`config.mk`:
```
export PLATFORM = sky130hd
export DESIGN_NAME = icache_top
export DESIGN_NICKNAME = d
export VERILOG_FILES = /design/src/common/icache_pkg.sv /design/src/icache/icache_store.sv /design/src/icache/icache_ctrl.sv /design/src/rtl/icache_stats.sv /design/src/rtl/icache_top.sv
export SDC_FILE = /design/constraint.sdc
export NUM_CORES = 1
export LEC_CHECK = 0
export ABC_CLOCK_PERIOD_IN_PS = 7800
export BUFFER_PORTS_ARGS = -buffer_cell sky130_fd_sc_hd__buf_2
export CAP_MARGIN = 0
export CELL_PAD_IN_SITES_DETAIL_PLACEMENT = 0
export CELL_PAD_IN_SITES_GLOBAL_PLACEMENT = 1
export CORE_UTILIZATION = 50
export CTS_BUF_LIST = sky130_fd_sc_hd__clkbuf_16
export CTS_CLUSTER_SIZE = 30
export DETAILED_ROUTE_END_ITERATION = 16
export GPL_TIMING_DRIVEN = 1
export PLACE_DENSITY_LB_ADDON = 0.1
export SKIP_CTS_REPAIR_TIMING = 1
export SLEW_MARGIN = 20
export SYNTH_ARGS = -nofsm -noshare
export SYNTH_HDL_FRONTEND = slang
export SYNTH_SLANG_ARGS = --single-unit
```
`constraint.sdc`:
```
create_clock -name clk -period 7.8 [get_ports clk]
set_clock_uncertainty 0.05 [all_clocks]
set_input_delay 1.17 -clock clk [delete_from_list [all_inputs] [get_ports clk]]
set_output_delay 1.17 -clock clk [all_outputs]
set_load 0.1 [all_outputs]
```
`src/common/icache_pkg.sv`:
```
package icache_pkg;

    // fetch and refill are one 32-bit word wide
    localparam int addr_w = 32;
    localparam int data_w = 32;

    // byte offset inside a word, always zero on the fetch side
    localparam int offset_bits = 2;

    // 16 lines unless the top level says otherwise
    localparam int default_index_bits = 4;

    // performance counter width
    localparam int stat_w = 16;

    // fetch request from the front end
    typedef struct packed {
        logic [addr_w-1:0] addr;
    } cpu_req_t;

    // instruction word back to the front end
    typedef struct packed {
        logic [data_w-1:0] data;
    } cpu_rsp_t;

    // refill request towards the backing memory
    typedef struct packed {
        logic [addr_w-1:0] addr;
    } mem_req_t;

    // saturating hit and miss counts
    typedef struct packed {
        logic [stat_w-1:0] hits;
        logic [stat_w-1:0] misses;
    } stats_t;

endpackage

```
`src/icache/icache_store.sv`:
```
module icache_store #(
    parameter int index_bits = icache_pkg::default_index_bits,
    localparam int tag_w = icache_pkg::addr_w - index_bits - icache_pkg::offset_bits
) (
    input  logic                          clk,
    input  logic                          rst,

    input  logic [index_bits-1:0]         rd_index,
    output logic                          rd_valid,
    output logic [tag_w-1:0]              rd_tag,
    output logic [icache_pkg::data_w-1:0] rd_data,

    input  logic                          wr_en,
    input  logic [index_bits-1:0]         wr_index,
    input  logic [tag_w-1:0]              wr_tag,
    input  logic [icache_pkg::data_w-1:0] wr_data,

    input  logic                          clr_en,
    input  logic [index_bits-1:0]         clr_index
);

    localparam int lines = 1 << index_bits;

    logic [lines-1:0]              valid_q;
    logic [tag_w-1:0]              tag_mem [lines];
    logic [icache_pkg::data_w-1:0] data_mem [lines];

    // valid bits live in flops so reset and flush can clear them
    always_ff @(posedge clk)
    begin
        if (rst)
        begin
            valid_q <= '0;
        end
        else
        begin
            if (clr_en)
                valid_q[clr_index] <= 1'b0;
            if (wr_en)
                valid_q[wr_index] <= 1'b1;
        end
    end

    always_ff @(posedge clk)
    begin
        if (wr_en)
        begin
            tag_mem[wr_index]  <= wr_tag;
            data_mem[wr_index] <= wr_data;
        end
    end

    // registered read, old contents on a same-cycle write
    always_ff @(posedge clk)
    begin
        if (rst)
            rd_valid <= 1'b0;
        else
            rd_valid <= valid_q[rd_index];
    end

    always_ff @(posedge clk)
    begin
        rd_tag  <= tag_mem[rd_index];
        rd_data <= data_mem[rd_index];
    end

endmodule

```
`src/icache/icache_ctrl.sv`:
```
module icache_ctrl #(
    parameter int index_bits = icache_pkg::default_index_bits,
    localparam int tag_w = icache_pkg::addr_w - index_bits - icache_pkg::offset_bits
) (
    input  logic                          clk,
    input  logic                          rst,

    input  logic                          cpu_req_valid,
    input  icache_pkg::cpu_req_t          cpu_req,
    input  logic                          flush,
    output logic                          cpu_ready,
    output logic                          cpu_rsp_valid,
    output icache_pkg::cpu_rsp_t          cpu_rsp,

    output logic                          mem_req_valid,
    output icache_pkg::mem_req_t          mem_req,
    input  logic                          mem_rsp_valid,
    input  logic [icache_pkg::data_w-1:0] mem_rsp_data,

    output logic [index_bits-1:0]         rd_index,
    input  logic                          rd_valid,
    input  logic [tag_w-1:0]              rd_tag,
    input  logic [icache_pkg::data_w-1:0] rd_data,
    output logic                          wr_en,
    output logic [index_bits-1:0]         wr_index,
    output logic [tag_w-1:0]              wr_tag,
    output logic [icache_pkg::data_w-1:0] wr_data,
    output logic                          clr_en,
    output logic [index_bits-1:0]         clr_index,

    output logic                          hit,
    output logic                          miss
);

    typedef enum logic [2:0] {
        st_idle,
        st_compare,
        st_refill,
        st_reread,
        st_flush
    } state_t;

    state_t                        state;
    state_t                        state_next;
    logic [icache_pkg::addr_w-1:0] req_addr;
    logic [index_bits-1:0]         req_index;
    logic [tag_w-1:0]              req_tag;
    logic [index_bits-1:0]         flush_cnt;
    logic                          refilled;
    logic                          accept;
    logic                          tag_match;

    assign req_index = req_addr[icache_pkg::offset_bits +: index_bits];
    assign req_tag   = req_addr[icache_pkg::addr_w-1 -: tag_w];

    // flush wins over a fetch in the same cycle
    assign accept    = (state == st_idle) && cpu_req_valid && !flush;
    assign tag_match = rd_valid && (rd_tag == req_tag);

    always_comb
    begin
        state_next = state;
        case (state)
            st_idle:
            begin
                if (flush)
                    state_next = st_flush;
                else if (cpu_req_valid)
                    state_next = st_compare;
            end
            st_compare:
            begin
                if (tag_match)
                    state_next = st_idle;
                else
                    state_next = st_refill;
            end
            st_refill:
            begin
                if (mem_rsp_valid)
                    state_next = st_reread;
            end
            st_reread:
                state_next = st_compare;
            st_flush:
            begin
                if (flush_cnt == '1)
                    state_next = st_idle;
            end
            default:
                state_next = st_idle;
        endcase
    end

    always_ff @(posedge clk)
    begin
        if (rst)
        begin
            state     <= st_idle;
            refilled  <= 1'b0;
            flush_cnt <= '0;
        end
        else
        begin
            state <= state_next;

            // the compare after a refill is not a hit of its own
            if (accept)
                refilled <= 1'b0;
            else if (state == st_refill && mem_rsp_valid)
                refilled <= 1'b1;

            if (state == st_flush)
                flush_cnt <= flush_cnt + 1'b1;
            else
                flush_cnt <= '0;
        end
    end

    always_ff @(posedge clk)
    begin
        if (accept)
            req_addr <= cpu_req.addr;
    end

    // index goes straight to the store so the tags are ready in compare
    assign rd_index = (state == st_idle)
                    ? cpu_req.addr[icache_pkg::offset_bits +: index_bits]
                    : req_index;

    assign cpu_ready     = (state == st_idle);
    assign cpu_rsp_valid = (state == st_compare) && tag_match;

    always_comb
    begin
        cpu_rsp.data = rd_data;
    end

    assign hit  = (state == st_compare) && tag_match && !refilled;
    assign miss = (state == st_compare) && !tag_match;

    // held level until the memory answers
    assign mem_req_valid = (state == st_refill);

    always_comb
    begin
        mem_req.addr = {req_addr[icache_pkg::addr_w-1:icache_pkg::offset_bits],
                        {icache_pkg::offset_bits{1'b0}}};
    end

    assign wr_en    = (state == st_refill) && mem_rsp_valid;
    assign wr_index = req_index;
    assign wr_tag   = req_tag;
    assign wr_data  = mem_rsp_data;

    assign clr_en    = (state == st_flush);
    assign clr_index = flush_cnt;

endmodule

```
`src/rtl/icache_stats.sv`:
```
module icache_stats (
    input  logic               clk,
    input  logic               rst,
    input  logic               hit,
    input  logic               miss,
    output icache_pkg::stats_t stats
);

    // hold at all ones instead of wrapping
    function automatic logic [icache_pkg::stat_w-1:0] sat_inc(
        input logic [icache_pkg::stat_w-1:0] value
    );
        logic [icache_pkg::stat_w-1:0] result;

        if (value == '1)
            result = value;
        else
            result = value + 1'b1;
        return result;
    endfunction

    always_ff @(posedge clk)
    begin
        if (rst)
        begin
            stats <= '0;
        end
        else
        begin
            if (hit)
                stats.hits <= sat_inc(stats.hits);
            if (miss)
                stats.misses <= sat_inc(stats.misses);
        end
    end

endmodule

```
`src/rtl/icache_top.sv`:
```
module icache_top #(
    parameter int index_bits = icache_pkg::default_index_bits,
    localparam int tag_w = icache_pkg::addr_w - index_bits - icache_pkg::offset_bits
) (
    input  logic                          clk,
    input  logic                          rst,

    input  logic                          cpu_req_valid,
    input  icache_pkg::cpu_req_t          cpu_req,
    input  logic                          flush,
    output logic                          cpu_ready,
    output logic                          cpu_rsp_valid,
    output icache_pkg::cpu_rsp_t          cpu_rsp,

    output logic                          mem_req_valid,
    output icache_pkg::mem_req_t          mem_req,
    input  logic                          mem_rsp_valid,
    input  logic [icache_pkg::data_w-1:0] mem_rsp_data,

    output icache_pkg::stats_t            stats
);

    logic [index_bits-1:0]         rd_index;
    logic                          rd_valid;
    logic [tag_w-1:0]              rd_tag;
    logic [icache_pkg::data_w-1:0] rd_data;
    logic                          wr_en;
    logic [index_bits-1:0]         wr_index;
    logic [tag_w-1:0]              wr_tag;
    logic [icache_pkg::data_w-1:0] wr_data;
    logic                          clr_en;
    logic [index_bits-1:0]         clr_index;
    logic                          hit;
    logic                          miss;

    icache_ctrl #(
        .index_bits (index_bits)
    ) icache_ctrl_inst (
        .clk           (clk),
        .rst           (rst),
        .cpu_req_valid (cpu_req_valid),
        .cpu_req       (cpu_req),
        .flush         (flush),
        .cpu_ready     (cpu_ready),
        .cpu_rsp_valid (cpu_rsp_valid),
        .cpu_rsp       (cpu_rsp),
        .mem_req_valid (mem_req_valid),
        .mem_req       (mem_req),
        .mem_rsp_valid (mem_rsp_valid),
        .mem_rsp_data  (mem_rsp_data),
        .rd_index      (rd_index),
        .rd_valid      (rd_valid),
        .rd_tag        (rd_tag),
        .rd_data       (rd_data),
        .wr_en         (wr_en),
        .wr_index      (wr_index),
        .wr_tag        (wr_tag),
        .wr_data       (wr_data),
        .clr_en        (clr_en),
        .clr_index     (clr_index),
        .hit           (hit),
        .miss          (miss)
    );

    icache_store #(
        .index_bits (index_bits)
    ) icache_store_inst (
        .clk       (clk),
        .rst       (rst),
        .rd_index  (rd_index),
        .rd_valid  (rd_valid),
        .rd_tag    (rd_tag),
        .rd_data   (rd_data),
        .wr_en     (wr_en),
        .wr_index  (wr_index),
        .wr_tag    (wr_tag),
        .wr_data   (wr_data),
        .clr_en    (clr_en),
        .clr_index (clr_index)
    );

    icache_stats icache_stats_inst (
        .clk   (clk),
        .rst   (rst),
        .hit   (hit),
        .miss  (miss),
        .stats (stats)
    );

endmodule

```
==> summary.txt <==
status: finished, final reports clean
ANT cells: 0
top_reg_cell synth: edfxtp_1
Starting Density: 0.5080
reg2reg end: icache_store_inst.rd_data[4]
Total Power: 13.44 mW
most common library cells after synthesis: edfxtp_1, nand2_1, a211oi_1
Setup Crit Path Kind: flip-flop to output port
Switch Pwr: 3.560 mW
Root Driver: clkbuf_16
max-slew violations: 0
Worst Hold Endpoint: icache_store_inst.valid_q[14]
Synth area leader: edfxtp_1
layout overhead on the synthesized area: 12.56%
die height: 291.8 um
sw frac: 0.2649
min-delay src: icache_store_inst.valid_q[14]
Final #Nets: 2980
WL met1: 42800 um
top cell type's share of synthesized area: 0.6853
1st-pass router iterations: 5
core area: 82640 um2
Peak VDD IR: 0.1988 mV
Clk pin slew, worst setup/hold paths: 0.06 ns
FMAX: 193.7 MHz
highest metal used: met4
dpl cells: 3862
crit-path max FO: 18
Die Width: 291.8 um
top-count cell post-synth: edfxtp_1
Slew Limit Headroom: 0.2250
I/O Buffers: 163
post-synthesis async set-or-reset flop share: 0
Detailed Route WL: 97320 um
setup TNS: 0 ns
Starting DRT DRC Count: 1684
minimum hold slack: 0.4385 ns
worst reg-to-reg setup slack: 3.65 ns
Seq/Total Area, Yosys: 0.7401
Die ar.: 85120 um2
FF+latch count, synth: 1073
placed inst area: 43680 um2
Design Area, Final: 47250 um2
vias per inst: 5.904
worst-case clock buffer depth: 3
clock share of power: 0.378
vias in the first global route: 23910
WP data arrival: 3.94 ns
post-route insts no fill: 4069
power density relative to cell area: 284.4 nW/um2
I/O Pins: 168
Post-synth EDFFs: 958
worst skew pair latency: 0.67 ns
gr usage total: 0.2283
first-pass GRT wire length: 146500 um
grt ovf: 0
Crit. End Element: output port
# clock sinks: 1073
largest net degree at the start of global routing: 170
row count: 105
total CTS buffers: 109
worst-margin pin slew: 1.163 ns
Logic pwr share: 0.140
worst path required time: 6.58 ns
R2R depth: 7
initial antenna violation count: 5
share of total power in sequential cells: 0.482
final period utilization: 0.6617
clock tree from TritonCTS: done
max-cap viol count: 0
LEAKAGE: 15.92 nW
RSZ-0062 raised after global routing: false
startpoint types: flip-flop
DR WL met2: 48400 um
Synth area leaders: edfxtp_1, dfxtp_1, nand2_1
routed len/inst: 23.92 um
Final setup viols: 0
hold path cells: 2
DRC viols: 0
H-tree depth: 3
internal cell power: 9.877 mW
HPWL Detailed: 47700 um
total number of vias: 24020
GPL Wtd Cong: 0.7879
met3 WL: 4253 um
Post-Synthesis Cells: 2769
crit path time final: 5.162 ns
Syn. warnings: 0
Post-Syn Area: 41980 um2
Mapped Avg Cell Area: 15.16 um2
worst r2r src: icache_ctrl_inst.state[0]
share of post-route cells with drive strength above 1: 0.1561
post-route ant nets: 0
hold crit path type: flip-flop to flip-flop
Final Hold Viols: 0
post-synthesis cell type count: 60
==> cell usage in the layout (no fill, tap or decap), types with 58 or more instances in the layout <==
cell type / count
and3_1: 63
and2_0: 65
a221o_1: 58
mux2i_1: 119
nand2_1: 398
mux2_2: 69
and2_1: 108
edfxtp_1: 958
buf_2: 163
dfxtp_1: 115
o32ai_1: 59
clkbuf_16: 112
a31oi_1: 117
a211oi_1: 170
==> sequential cells by signal (all words and copies together) (netlist names), 3 cells and up <==
| signal | flops |
|---|---|
| icache_store_inst.valid_q | 16 |
| icache_store_inst.data_mem | 512 |
| icache_store_inst.rd_tag | 26 |
| icache_store_inst.rd_data | 32 |
| icache_ctrl_inst.state | 3 |
| icache_ctrl_inst.clr_index | 4 |
| icache_stats_inst.stats | 32 |
| icache_store_inst.tag_mem | 416 |
| icache_ctrl_inst.req_addr | 30 |
==> logic make-up (layout without fill, tap and decap cells) <==
group           count (synthesis)  count (layout)  synth area share
buf+inv                       188             417           0.02489
flops                        1073            1073            0.7401
simple gates                  792             792           0.09151
compound gates                489             489           0.08778
other cells                     1               2        0.00008933
fa+ha+maj                       6               6          0.001788
mux                           192             192           0.04796
xor+xnor                       28              28          0.005842
==> power groups by stage <==
stage          clock (mW)  sequential [mW]  combinational (mW)
6_report             5.08             6.48                1.88
5_1_grt              5.38             6.49                2.01
4_1_cts              5.16             6.48                1.89
3_5_place_dp            0             6.60                1.88
3_3_place_gp            0             6.60                1.85
2_1_floorplan           0             7.05                1.01
==> routing by layer <==
layer,up-vias,track usage
met1,12350,0.3102
met4,0,0.05828
met2,575,0.3918
li1,10960,-
met3,137,0.02649
met5,-,0
==> metrics by stage <==
stage | worst slack (ns) | util
5_1_grt | 2.483 | 0.5718
3_3_place_gp | 3.320 | 0.5285
2_1_floorplan | 1.237 | -
6_report | 2.638 | 0.5718
3_5_place_dp | 3.217 | 0.5286
4_1_cts | 2.554 | 0.5713
==> how the worst max path moves through the flow <==
stage	start	end	cells after the start
CTS	icache_ctrl_inst.req_addr[28]	cpu_rsp_valid	6
finish	icache_ctrl_inst.req_addr[28]	cpu_rsp_valid	6
global route	icache_ctrl_inst.req_addr[28]	cpu_rsp_valid	6
floorplan	icache_ctrl_inst.state[1]	icache_store_inst.data_mem[7][0]	5
detailed placement	icache_ctrl_inst.req_addr[28]	icache_stats_inst.stats[26]	6
global placement	icache_ctrl_inst.req_addr[28]	cpu_rsp_valid	6
==> area by class of cell <==
cell class	instances	area, um2
Tap cell	1070	1339
Clock inverter	93	729.5
Inverter	9	41.29
Timing Repair Buffer	203	1190
Clock buffer	112	2803
Fill cell	6432	35390
Multi-Input combinational cell	1509	10080
Sequential cell	1073	31070
==> worst max-delay path: stages, from the launching register on <==
cell,delay (ns)
edfxtp_1,0.63
xnor2_1,0.60
nand4_1,0.16
nor4_1,0.83
nand2_1,0.41
nor2_1,0.20
buf_2,0.45
Note: power is estimated with default switching activity, not from simulation.
